`config.mk`:
```
export PLATFORM = sky130hd
export DESIGN_NAME = decode_issue
export DESIGN_NICKNAME = d
export VERILOG_FILES = /design/src/rv_isa_pkg.sv /design/src/issue_pkg.sv /design/src/decode_issue.sv /design/src/unit_operand_prep.sv /design/src/issue_control.sv /design/src/instr_decoder.sv
export VERILOG_INCLUDE_DIRS = /design/src
export SDC_FILE = /design/constraint.sdc
export NUM_CORES = 1
export LEC_CHECK = 0
export BUFFER_PORTS_ARGS = -buffer_cell sky130_fd_sc_hd__buf_4
export CAP_MARGIN = 40
export CORE_AREA = 3 3 221 223
export DETAILED_ROUTE_END_ITERATION = 8
export DIE_AREA = 0 0 224 226
export SETUP_SLACK_MARGIN = 0.3
export SLEW_MARGIN = 20
export SYNTH_ARGS = -nofsm -noshare
export SYNTH_HDL_FRONTEND = slang
export SYNTH_SLANG_ARGS = --single-unit
```
`constraint.sdc`:
```
create_clock -name clk -period 13.4 [get_ports clk]
set_input_delay 1.34 -clock clk [delete_from_list [all_inputs] [get_ports clk]]
set_output_delay 1.34 -clock clk [all_outputs]
set_load 0.1 [all_outputs]
```
`src/rv_decode_defs.svh`:
```
////////////////////////////////////////////////////////////////////////////
// Widths and unit indices shared by the decode and issue stage.
// Unit indices must stay below NUM_UNITS and be unique.
////////////////////////////////////////////////////////////////////////////

`ifndef RV_DECODE_DEFS_SVH
`define RV_DECODE_DEFS_SVH

// Datapath
`define XLEN 32
`define REG_ADDR_W 5

// Instruction ids handed out by decode
`define ID_W 3

// Execution units
`define NUM_UNITS 3
`define UNIT_ALU 0
`define UNIT_BRANCH 1
`define UNIT_LS 2

`endif
```
`src/rv_isa_pkg.sv`:
```
////////////////////////////////////////////////////////////////////////////
// RV32I base instruction set types only. No M, A, CSR or fence opcodes.
// Opcode values are bits [6:2] of the instruction word.
////////////////////////////////////////////////////////////////////////////

`include "rv_decode_defs.svh"

package rv_isa_pkg;

    typedef logic [`XLEN-1:0] word_t;
    typedef logic [`REG_ADDR_W-1:0] reg_addr_t;
    typedef logic [2:0] fn3_t;

    // Trimmed opcode field
    typedef enum logic [4:0] {
        OPC_LOAD   = 5'b00000,
        OPC_OP_IMM = 5'b00100,
        OPC_AUIPC  = 5'b00101,
        OPC_STORE  = 5'b01000,
        OPC_OP     = 5'b01100,
        OPC_LUI    = 5'b01101,
        OPC_BRANCH = 5'b11000,
        OPC_JALR   = 5'b11001,
        OPC_JAL    = 5'b11011
    } opcode_t;

    // ALU fn3 codes
    localparam fn3_t FN3_ADD_SUB = 3'b000;
    localparam fn3_t FN3_SLL     = 3'b001;
    localparam fn3_t FN3_SLT     = 3'b010;
    localparam fn3_t FN3_SLTU    = 3'b011;
    localparam fn3_t FN3_XOR     = 3'b100;
    localparam fn3_t FN3_SRL_SRA = 3'b101;
    localparam fn3_t FN3_OR      = 3'b110;
    localparam fn3_t FN3_AND     = 3'b111;

    // Unsigned branch compares
    localparam fn3_t FN3_BLTU = 3'b110;
    localparam fn3_t FN3_BGEU = 3'b111;

    // ALU result path select
    typedef enum logic [1:0] {
        ALU_LOGIC_XOR = 2'b00,
        ALU_LOGIC_OR  = 2'b01,
        ALU_LOGIC_AND = 2'b10,
        ALU_LOGIC_ADD = 2'b11
    } alu_logic_op_t;

endpackage

```
`src/issue_pkg.sv`:
```
////////////////////////////////////////////////////////////////////////////
// Packets between decode, the issue stage and the execution units.
// Unit input structs are only meaningful while their request strobe is high.
////////////////////////////////////////////////////////////////////////////

`include "rv_decode_defs.svh"

package issue_pkg;

    import rv_isa_pkg::*;

    typedef logic [`ID_W-1:0] id_t;
    typedef logic [`NUM_UNITS-1:0] unit_vec_t;

    // Presented by the fetch side
    typedef struct packed {
        logic valid;
        word_t pc;
        word_t instruction;
        id_t id;
    } decode_packet_t;

    // Held in the issue stage
    typedef struct packed {
        logic stage_valid;
        word_t pc;
        word_t instruction;
        id_t id;
        fn3_t fn3;
        opcode_t opcode;
        reg_addr_t rs1_addr;
        reg_addr_t rs2_addr;
        reg_addr_t rd_addr;
        logic uses_rs1;
        logic uses_rs2;
        logic uses_rd;
        unit_vec_t units;
    } issue_packet_t;

    // Top bit of in1/in2 extends the sign for compares
    typedef struct packed {
        logic [`XLEN:0] in1;
        logic [`XLEN:0] in2;
        word_t shifter_in;
        reg_addr_t shift_amount;
        alu_logic_op_t logic_op;
        logic subtract;
        logic arith;
        logic lshift;
        logic shifter_path;
        logic slt_path;
    } alu_inputs_t;

    typedef struct packed {
        word_t rs1;
        word_t rs2;
        logic [11:0] offset;
        fn3_t fn3;
        logic load;
        logic store;
        logic forwarded_store;
        id_t store_forward_id;
    } ls_inputs_t;

    typedef struct packed {
        word_t rs1;
        word_t rs2;
        word_t issue_pc;
        logic [20:0] pc_offset;
        fn3_t fn3;
        logic use_signed;
        logic jal;
        logic jalr;
        logic is_call;
        logic is_return;
    } branch_inputs_t;

endpackage

```
`src/decode_issue.sv`:
```
////////////////////////////////////////////////////////////////////////////
// Decode and issue stage of an in-order RV32I core.
// Register-file data and busy flags must return in the cycle of the read.
////////////////////////////////////////////////////////////////////////////

`include "rv_decode_defs.svh"

module decode_issue
    import issue_pkg::*;
(
    input  logic             clk,
    input  logic             rst,
    input  logic             flush,
    input  decode_packet_t   decode,
    input  logic [`XLEN-1:0] rs_data [2],
    input  logic             rs_busy [2],
    input  id_t              rs2_busy_id,
    input  unit_vec_t        unit_ready,
    output logic             decode_advance,
    output issue_packet_t    issue,
    output unit_vec_t        new_request,
    output id_t              issue_id,
    output alu_inputs_t      alu_inputs,
    output ls_inputs_t       ls_inputs,
    output branch_inputs_t   branch_inputs
);

    rv_isa_pkg::opcode_t   opcode;
    rv_isa_pkg::fn3_t      fn3;
    rv_isa_pkg::reg_addr_t rs1_addr;
    rv_isa_pkg::reg_addr_t rs2_addr;
    rv_isa_pkg::reg_addr_t rd_addr;
    logic uses_rs1;
    logic uses_rs2;
    logic uses_rd;
    unit_vec_t units_needed;
    logic stage_ready;
    logic forwarded_store;

    instr_decoder decoder_i (
        .instruction (decode.instruction),
        .opcode, .fn3, .rs1_addr, .rs2_addr, .rd_addr,
        .uses_rs1, .uses_rs2, .uses_rd, .units_needed
    );

    issue_control control_i (
        .clk, .rst, .flush, .decode,
        .opcode, .fn3, .rs1_addr, .rs2_addr, .rd_addr,
        .uses_rs1, .uses_rs2, .uses_rd, .units_needed,
        .rs_busy, .unit_ready,
        .issue, .decode_advance, .stage_ready, .new_request, .forwarded_store
    );

    unit_operand_prep prep_i (
        .clk, .stage_ready, .decode,
        .opcode, .fn3, .rs1_addr, .rd_addr,
        .issue, .rs_data, .forwarded_store, .rs2_busy_id,
        .alu_inputs, .ls_inputs, .branch_inputs
    );

    assign issue_id = issue.id;

endmodule

```
`src/unit_operand_prep.sv`:
```
////////////////////////////////////////////////////////////////////////////
// Operand preparation for the ALU, load/store and branch units.
// Values that depend only on the instruction and pc are registered with
// the stage register; register-file data is merged in the issue stage.
////////////////////////////////////////////////////////////////////////////

`include "rv_decode_defs.svh"

module unit_operand_prep
    import rv_isa_pkg::*;
    import issue_pkg::*;
(
    input  logic           clk,
    input  logic           stage_ready,
    input  decode_packet_t decode,
    input  opcode_t        opcode,
    input  fn3_t           fn3,
    input  reg_addr_t      rs1_addr,
    input  reg_addr_t      rd_addr,
    input  issue_packet_t  issue,
    input  word_t          rs_data [2],
    input  logic           forwarded_store,
    input  id_t            rs2_busy_id,
    output alu_inputs_t    alu_inputs,
    output ls_inputs_t     ls_inputs,
    output branch_inputs_t branch_inputs
);

    word_t instr;
    logic upper_op;
    logic sub_op;
    logic rs1_link;
    logic rd_link;
    word_t pre_in2;
    logic [20:0] pc_offset;
    alu_logic_op_t logic_op;

    // Registered in the issue stage
    word_t pre_in1_r;
    word_t pre_in2_r;
    logic rs1_use_rf;
    logic rs2_use_rf;
    alu_logic_op_t logic_op_r;
    logic subtract_r;
    logic lshift_r;
    logic shifter_path_r;
    logic slt_path_r;
    logic [11:0] ls_offset_r;
    logic load_r;
    logic store_r;
    logic [20:0] pc_offset_r;
    logic is_call_r;
    logic is_return_r;
    logic use_signed_r;

    word_t alu_rs1;
    word_t alu_rs2;

    assign instr = decode.instruction;

    // LUI, AUIPC, JAL and JALR all go through the adder
    assign upper_op = opcode inside {OPC_LUI, OPC_AUIPC, OPC_JAL, OPC_JALR};
    assign sub_op   = (opcode == OPC_OP) && (fn3 == FN3_ADD_SUB) && instr[30];

    ////////////////////////////////////////////////////////////////////////////
    // Decode-side preparation

    always_comb begin
        if (opcode inside {OPC_LUI, OPC_AUIPC}) begin
            pre_in2 = {instr[31:12], 12'b0};
        end else if (opcode inside {OPC_JAL, OPC_JALR}) begin
            pre_in2 = word_t'(4);
        end else begin
            pre_in2 = {{20{instr[31]}}, instr[31:20]};
        end
    end

    always_comb begin
        case (fn3)
            FN3_XOR: logic_op = ALU_LOGIC_XOR;
            FN3_OR:  logic_op = ALU_LOGIC_OR;
            FN3_AND: logic_op = ALU_LOGIC_AND;
            default: logic_op = ALU_LOGIC_ADD;
        endcase
        if (upper_op) begin
            logic_op = ALU_LOGIC_ADD;
        end
    end

    // JALR uses I format, JAL uses J format, branches use B format
    always_comb begin
        if (opcode == OPC_JALR) begin
            pc_offset = {{9{instr[31]}}, instr[31:20]};
        end else if (opcode == OPC_JAL) begin
            pc_offset = {instr[31], instr[19:12], instr[20], instr[30:21], 1'b0};
        end else begin
            pc_offset = {{8{instr[31]}}, instr[31], instr[7], instr[30:25], instr[11:8], 1'b0};
        end
    end

    // x1 and x5 are link registers
    assign rs1_link = rs1_addr inside {5'd1, 5'd5};
    assign rd_link  = rd_addr inside {5'd1, 5'd5};

    always_ff @(posedge clk) begin
        if (stage_ready) begin
            pre_in1_r      <= (opcode inside {OPC_AUIPC, OPC_JAL, OPC_JALR}) ? decode.pc : '0;
            pre_in2_r      <= pre_in2;
            rs1_use_rf     <= ~upper_op;
            rs2_use_rf     <= (opcode == OPC_OP);
            logic_op_r     <= logic_op;
            subtract_r     <= ~upper_op & ((fn3 inside {FN3_SLT, FN3_SLTU}) | sub_op);
            lshift_r       <= ~fn3[2];
            shifter_path_r <= ~upper_op & (fn3 inside {FN3_SLL, FN3_SRL_SRA});
            slt_path_r     <= ~upper_op & (fn3 inside {FN3_SLT, FN3_SLTU});
            ls_offset_r    <= (opcode == OPC_STORE) ? {instr[31:25], instr[11:7]} : instr[31:20];
            load_r         <= (opcode == OPC_LOAD);
            store_r        <= (opcode == OPC_STORE);
            pc_offset_r    <= pc_offset;
            is_call_r      <= (opcode inside {OPC_JAL, OPC_JALR}) & rd_link;
            is_return_r    <= (opcode == OPC_JALR) & rs1_link & (~rd_link | (rs1_addr != rd_addr));
            use_signed_r   <= !(fn3 inside {FN3_BLTU, FN3_BGEU});
        end
    end

    ////////////////////////////////////////////////////////////////////////////
    // Issue-side merge

    assign alu_rs1 = rs1_use_rf ? rs_data[0] : pre_in1_r;
    assign alu_rs2 = rs2_use_rf ? rs_data[1] : pre_in2_r;

    // fn3[0] marks the unsigned compare
    assign alu_inputs.in1          = {alu_rs1[`XLEN-1] & ~issue.fn3[0], alu_rs1};
    assign alu_inputs.in2          = {alu_rs2[`XLEN-1] & ~issue.fn3[0], alu_rs2};
    assign alu_inputs.shifter_in   = rs_data[0];
    assign alu_inputs.shift_amount =
        (issue.opcode == OPC_OP) ? rs_data[1][`REG_ADDR_W-1:0] : issue.rs2_addr;
    assign alu_inputs.logic_op     = logic_op_r;
    assign alu_inputs.subtract     = subtract_r;
    assign alu_inputs.arith        = alu_rs1[`XLEN-1] & issue.instruction[30];
    assign alu_inputs.lshift       = lshift_r;
    assign alu_inputs.shifter_path = shifter_path_r;
    assign alu_inputs.slt_path     = slt_path_r;

    assign ls_inputs.rs1              = rs_data[0];
    assign ls_inputs.rs2              = rs_data[1];
    assign ls_inputs.offset           = ls_offset_r;
    assign ls_inputs.fn3              = issue.fn3;
    assign ls_inputs.load             = load_r;
    assign ls_inputs.store            = store_r;
    assign ls_inputs.forwarded_store  = forwarded_store;
    assign ls_inputs.store_forward_id = rs2_busy_id;

    assign branch_inputs.rs1        = rs_data[0];
    assign branch_inputs.rs2        = rs_data[1];
    assign branch_inputs.issue_pc   = issue.pc;
    assign branch_inputs.pc_offset  = pc_offset_r;
    assign branch_inputs.fn3        = issue.fn3;
    assign branch_inputs.use_signed = use_signed_r;
    assign branch_inputs.jal        = (issue.opcode == OPC_JAL);
    assign branch_inputs.jalr       = (issue.opcode == OPC_JALR);
    assign branch_inputs.is_call    = is_call_r;
    assign branch_inputs.is_return  = is_return_r;

endmodule

```
`src/issue_control.sv`:
```
////////////////////////////////////////////////////////////////////////////
// Issue-stage register, hazard check and per-unit request strobes.
// Busy flags come from an outside scoreboard in the same cycle.
// An instruction issues only when every unit it needs is ready.
////////////////////////////////////////////////////////////////////////////

`include "rv_decode_defs.svh"

module issue_control
    import rv_isa_pkg::*;
    import issue_pkg::*;
(
    input  logic           clk,
    input  logic           rst,
    input  logic           flush,
    input  decode_packet_t decode,
    input  opcode_t        opcode,
    input  fn3_t           fn3,
    input  reg_addr_t      rs1_addr,
    input  reg_addr_t      rs2_addr,
    input  reg_addr_t      rd_addr,
    input  logic           uses_rs1,
    input  logic           uses_rs2,
    input  logic           uses_rd,
    input  unit_vec_t      units_needed,
    input  logic           rs_busy [2],
    input  unit_vec_t      unit_ready,
    output issue_packet_t  issue,
    output logic           decode_advance,
    output logic           stage_ready,
    output unit_vec_t      new_request,
    output logic           forwarded_store
);

    logic rs1_conflict;
    logic rs2_conflict;
    logic units_ok;
    logic operands_ok;
    logic issue_now;
    unit_vec_t unit_operands_ready;

    // Stage register, only stage_valid is cleared
    always_ff @(posedge clk) begin
        if (stage_ready) begin
            issue.pc          <= decode.pc;
            issue.instruction <= decode.instruction;
            issue.id          <= decode.id;
            issue.fn3         <= fn3;
            issue.opcode      <= opcode;
            issue.rs1_addr    <= rs1_addr;
            issue.rs2_addr    <= rs2_addr;
            issue.rd_addr     <= rd_addr;
            issue.uses_rs1    <= uses_rs1;
            issue.uses_rs2    <= uses_rs2;
            issue.uses_rd     <= uses_rd;
            issue.units       <= units_needed;
        end
        if (rst || flush) begin
            issue.stage_valid <= 1'b0;
        end else if (stage_ready) begin
            issue.stage_valid <= decode.valid;
        end
    end

    ////////////////////////////////////////////////////////////////////////////
    // Hazards

    assign rs1_conflict = rs_busy[0] & issue.uses_rs1;
    assign rs2_conflict = rs_busy[1] & issue.uses_rs2;

    // Load/store can take its store data later through forwarding
    always_comb begin
        unit_operands_ready = {`NUM_UNITS{~rs1_conflict & ~rs2_conflict}};
        unit_operands_ready[`UNIT_LS] = ~rs1_conflict;
    end

    // Checked only over the units this instruction needs
    assign units_ok    = &(~issue.units | unit_ready);
    assign operands_ok = &(~issue.units | unit_operands_ready);

    ////////////////////////////////////////////////////////////////////////////
    // Issue

    assign issue_now   = issue.stage_valid & ~flush & units_ok & operands_ok;
    assign new_request = issue.units & {`NUM_UNITS{issue_now}};

    assign stage_ready    = ~issue.stage_valid | issue_now;
    assign decode_advance = decode.valid & stage_ready;

    assign forwarded_store = issue.units[`UNIT_LS] & rs2_conflict;

endmodule

```
`src/instr_decoder.sv`:
```
////////////////////////////////////////////////////////////////////////////
// Field decode of one RV32I instruction, purely combinational.
// Opcodes outside the nine supported ones need no unit.
////////////////////////////////////////////////////////////////////////////

`include "rv_decode_defs.svh"

module instr_decoder
    import rv_isa_pkg::*;
    import issue_pkg::*;
(
    input  word_t     instruction,
    output opcode_t   opcode,
    output fn3_t      fn3,
    output reg_addr_t rs1_addr,
    output reg_addr_t rs2_addr,
    output reg_addr_t rd_addr,
    output logic      uses_rs1,
    output logic      uses_rs2,
    output logic      uses_rd,
    output unit_vec_t units_needed
);

    // Field slices
    assign opcode   = opcode_t'(instruction[6:2]);
    assign fn3      = instruction[14:12];
    assign rs1_addr = instruction[19:15];
    assign rs2_addr = instruction[24:20];
    assign rd_addr  = instruction[11:7];

    // U and J formats have no rs1, only R, S and B formats read rs2
    assign uses_rs1 = !(opcode inside {OPC_LUI, OPC_AUIPC, OPC_JAL});
    assign uses_rs2 = opcode inside {OPC_BRANCH, OPC_STORE, OPC_OP};
    assign uses_rd  = !(opcode inside {OPC_BRANCH, OPC_STORE});

    ////////////////////////////////////////////////////////////////////////////
    // Unit routing

    // Jumps write the link register through the ALU
    assign units_needed[`UNIT_ALU] =
        opcode inside {OPC_OP, OPC_OP_IMM, OPC_LUI, OPC_AUIPC, OPC_JAL, OPC_JALR};
    assign units_needed[`UNIT_BRANCH] = opcode inside {OPC_BRANCH, OPC_JAL, OPC_JALR};
    assign units_needed[`UNIT_LS]     = opcode inside {OPC_LOAD, OPC_STORE};

endmodule

```
## Yosys cells after proc, flatten, opt, wreduce, memory -nomap -nowiden

Cells that the tools add are included.

| word-level totals | value |
|---|---|
| output and inout port bits | 424 |
| input port bits | 143 |
| word-level logic and storage cells | 121 |
| bits in registers | 207 |

| operators by class | value |
|---|---|
| bitwise operators | 32 |
| eq/ne operators | 23 |
| reduce and logical (&&, ||, !) cells | 26 |
| mux-type cells | 9 |

Operator list:

| cell | count |
|---|---|
| $mux 32 | 4 |
| $mux 20 | 2 |
| $eq 5x5->1 const B | 5 |
| $eq 5x3->1 const B | 4 |
| $eq 5x4->1 const B | 4 |
| $reduce_bool 2->1 | 9 |
| $and 1x1->1 | 17 |
| $eq 3x3->1 const B | 4 |
| $reduce_bool 3->1 | 4 |
| $eq 5x1->1 const B | 2 |
| $mux 5 | 2 |
| $not 1->1 | 8 |
| $eq 3x2->1 const B | 2 |
| $or 3x3->3 | 2 |
| $pmux 2 s3 | 1 |
| $reduce_and 3->1 | 2 |
| $reduce_bool 6->1 | 1 |
| $logic_not 5->1 | 1 |
| $ne 5x5->1 | 1 |
| $reduce_bool 4->1 | 1 |
| $and 3x3->3 | 1 |
| $eq 3x1->1 const B | 1 |
| $logic_not 1->1 | 3 |
| $logic_not 3->1 | 1 |
| 5 further kinds | 8 |

## Longest topological paths before layout

| depth | value |
|---|---|
| depth in word-level cells | 8 |
| gate-level depth with buffers | 6 |
| depth with buffers taken out | 4 |

## Hierarchy

Synthesis repeated with hierarchy kept, for this count alone.

| second synthesis, totals | value |
|---|---|
| cell total of the unflattened synthesis | 720 |
| area total of the unflattened synthesis | 9934.5 um2 |

By module, submodules not included:

| module | cells an instance | times used | area each (um2) | sequential area each (um2) |
|---|---|---|---|---|
| unit_operand_prep | 563 | 1 | 6607.6 | 3093.0 |
| issue_control | 119 | 1 | 3031.7 | 2902.8 |
| instr_decoder | 35 | 1 | 272.8 | 0.0 |
| decode_issue | 3 | 1 | 22.5 | 0.0 |

## Worst setup path before layout

No wires, ideal clock.

| path | value |
|---|---|
| kind | input to register |
| start point | in rs_busy[1] (netlist bit) |
| end point | reg, netlist name control_i.issue[0] |
| library setup time | 932 ps |
| buffers on the path | 0 |
| arrival time | 13540 ps |
| stages | 3 |
| path slack | -1072 ps |
| data required time | 12468 ps |
| cells stage by stage | a22oi_1 o22ai_1 o21ai_0 |

| between the ends | value |
|---|---|
| word-level cells in the longest chain between the ends | 7 |

RTL lines:

| item | RTL line | RTL |
|---|---|---|
| from (decl) | decode_issue.sv:16 | `input logic rs_busy [2],` |
| $and 1x1->1 (*) | issue_control.sv:68 | `assign rs1_conflict = rs_busy[0] & issue.uses_rs1;` |
| $not 1->1 (*) | issue_control.sv:73, issue_control.sv:74 |  |
| $and 1x1->1 | issue_control.sv:73 | `` unit_operands_ready = {`NUM_UNITS{~rs1_conflict & ~rs2_conflict}}; `` |
| $or 3x3->3 (*) | issue_control.sv:79 | `assign operands_ok = &(~issue.units \| unit_operands_ready);` |
| $reduce_and 3->1 (*) | issue_control.sv:79 |  |
| $and 1x1->1 (*) | issue_control.sv:84 | `assign issue_now = issue.stage_valid & ~flush & units_ok & operands_ok;` |
| $or 1x1->1 (*) | issue_control.sv:87 | `assign stage_ready = ~issue.stage_valid \| issue_now;` |
| net control_i.stage_ready | issue_control.sv:30 | `output logic stage_ready,` |

The timed path passes the listed nets; every way through them passes the cells marked *.
A chain may end at the register's enable or synchronous reset.

## Worst setup path in the final report

| path | value |
|---|---|
| start point | in flush |
| end point | out decode_advance |

| between the ends | value |
|---|---|
| word-level cells in the longest chain between the ends | 6 |

RTL lines:

| item | RTL line | RTL |
|---|---|---|
| from (decl) | decode_issue.sv:13 | `input logic flush,` |
| $not 1->1 | issue_control.sv:84 |  |
| $and 1x1->1 (3 in series) | issue_control.sv:84 |  |
| $or 1x1->1 | issue_control.sv:87 |  |
| $and 1x1->1 | issue_control.sv:88 | `assign decode_advance = decode.valid & stage_ready;` |
| to (decl) | decode_issue.sv:19 | `output logic decode_advance,` |

Every way passes these cells.

==> impl_metrics.json <==
{
  "slew_headroom": 0.355,
  "fp.dieArea_sq_um": 50600,
  "path_class": "primary input to primary output",
  "synth_seq_area_share": 0.568,
  "timing.final.crit_share": 0.292,
  "cts-htree-levels": 4,
  "wl_per_cell_um": 20.9,
  "power.leakage_uw": 0.00558,
  "ys_ff_latch": 170,
  "yosysWarningCount": 0,
  "rsz0062_at_grt": "no",
  "final_cell_area_sq_um": 12600,
  "antenna_left": 0,
  "cts.root.buffer_cell": "clkbuf_16",
  "cts_buffers": 17,
  "routed_wl_um": 33900,
  "ctsHoldBuffers": 0,
  "hold_class": "flop to flop",
  "placed_cell_area_sq_um": 12000,
  "power_density_nw_per_um2": 161,
  "grt_pass1_vias": 6299,
  "drt-vias-per-instance": 3.85,
  "cts_resized": 0,
  "yosys.area.top_type": "edfxtp_1",
  "outcome": "finished, final reports clean",
  "yosysMostFrequentCell": "buf_4",
  "num_rows": 79,
  "synth_top_area_share": 0.565,
  "numClockSinks": 170,
  "initial_core_util": 0.192,
  "core_sq_um": 46800,
  "die_x_um": 224,
  "vias": 6255,
  "postSynthAreaPerCell_sq_um": 13.0,
  "finalSetupTns_ns": 0,
  "grt.total_usage": 0.129,
  "start_kind": "primary input",
  "critPathMaxStageDelay_ns": 0.34,
  "synth-edff-count": 169,
  "syn_nets": 835,
  "crit_arrival_ns": 2.57,
  "peakVddDrop_mv": 0.0915,
  "drv_cap": 0,
  "grt_max_degree": 170,
  "firstDrtPassIters": 4,
  "placed_cells": 1591,
  "ys_async_sr_fraction": 0,
  "finalHoldViolCount": 0,
  "synth-main-ff-cell": "edfxtp_1",
  "clk_pin_slew_ns": 0.06,
  "drive_above_1_share": 0.669,
  "crit_path_end_kind": "primary output",
  "netlist_instances": 692,
  "yosysUniqueCellTypes": 44,
  "cts_tree": "done",
  "crit_chain": "buf_4 > nor2b_1 > o221ai_1 > a211oi_1 > buf_4",
  "cp_max_fo": 6,
  "worst_pin_slew_ns": 0.968,
  "cp_common_cell": "buf_4",
  "insertion_delay_ns": 0.49,
  "place_congestion": 0.839,
  "grt_pass1_wl_um": 45800,
  "drv_slew": 0,
  "synthTopCellsByCount": "buf_4 (251), edfxtp_1 (169), mux2_2 (71), and2_1 (43), nand2_1 (26)",
  "setup-violations-final": 0,
  "synthesis.area_sq_um": 8970,
  "final_cells": 1625,
  "io_buffers": 560,
  "skew_ns": 0.0155,
  "ioPinCount": 567,
  "fin_crit_ns": 3.91,
  "fin_nets": 1146,
  "cpMaxStageDelayCell": "a211oi_1",
  "yosys-top-cells-area": "edfxtp_1 (57%), buf_4 (21%), mux2_2 (8.9%)",
  "clockBufferDepth": 2,
  "drt-initial-drc-count": 249,
  "max_freq_mhz": 256,
  "cp.required_ns": 12.06,
  "antenna_found_initial": 1,
  "place_hpwl_um": 26800,
  "gr-total-overflow": 0,
  "die_h_um": 226,
  "postCtsSetupBuffers": 0,
  "area_delta_synth_final_pct": 40.4,
  "drc": 0
}
worst max-delay path, delay by kind of cell:
family	cells	cell delay, ns
AO/OA/AOI/OAI	2	0.66
buffers and inverters	2	0.45
AND/OR/NAND/NOR	1	0.12
per-stage QoR:
step / power, uW / hold WS [ns] / worst slack [ns] / util
2_1_floorplan: 1410 / 1.05 / 3.49 / -
3_3_place_gp: 1560 / 0.686 / 9.58 / 0.257
3_5_place_dp: 1560 / 0.697 / 9.51 / 0.257
4_1_cts: 2060 / 0.708 / 9.49 / 0.269
5_1_grt: 2100 / 0.759 / 9.36 / 0.269
6_report: 2030 / 0.717 / 9.49 / 0.270
area by class of cell:
cell class | count | area (sq um)
Timing Repair Buffer | 567 | 4280
Fill cell | 4858 | 34200
Tap cell | 607 | 759
Multi-Input combinational cell | 236 | 1860
Inverter | 11 | 41.3
Antenna cell | 2 | 5.00
Clock inverter | 13 | 119
Clock buffer | 19 | 443
Sequential cell | 170 | 5090
cells by family (layout without fill, tap and decap cells):
kind of cell	Yosys count	in the layout	share of synthesized area
other	0	2	0
buffers and inverters	286	610	0.226
multiplexers	78	78	0.0997
AO/OA/AOI/OAI	45	45	0.0307
flip-flops	170	170	0.568
AND/OR/NAND/NOR	111	111	0.0736
XOR/XNOR	2	2	0.00195
metal layers:
metal  GRT usage  wire length, um
met5           0                0
met4      0.0429              590
met3      0.0530             3160
met2       0.230            17700
met1       0.138            12500
sequential cells by signal (all words and copies together), names as in the netlist, 2 cells and up:
register	count
prep_i.logic_op_r	2
prep_i.pre_in2_r	32
control_i.issue	73
prep_i.ls_offset_r	5
prep_i.pc_offset_r	15
prep_i.pre_in1_r	32
where the power goes:
group	switching (uW)	total, uW	internal (uW)
registers	22.6	652	630
logic	731	891	160
clock network	226	487	261
final timing paths:
path,start,endpoint,slack [ns],depth (start not counted)
worst max-delay path,flush,decode_advance,9.49,5
worst min-delay path,control_i.issue[96],control_i.issue[96],0.72,3
worst max register to register,control_i.issue[96],control_i.issue[26],10.92,4
worst min register to register,control_i.issue[96],control_i.issue[96],0.72,3
layout by cell type (no fill, tap or decap), types with 8 or more instances in the layout:
cell type / n
nand2_1: 26
o21ai_0: 24
inv_1: 11
clkbuf_16: 17
and2_1: 43
buf_4: 563
a21o_1: 8
edfxtp_1: 169
mux2_2: 71
Note: power is estimated with default switching activity, not from simulation.
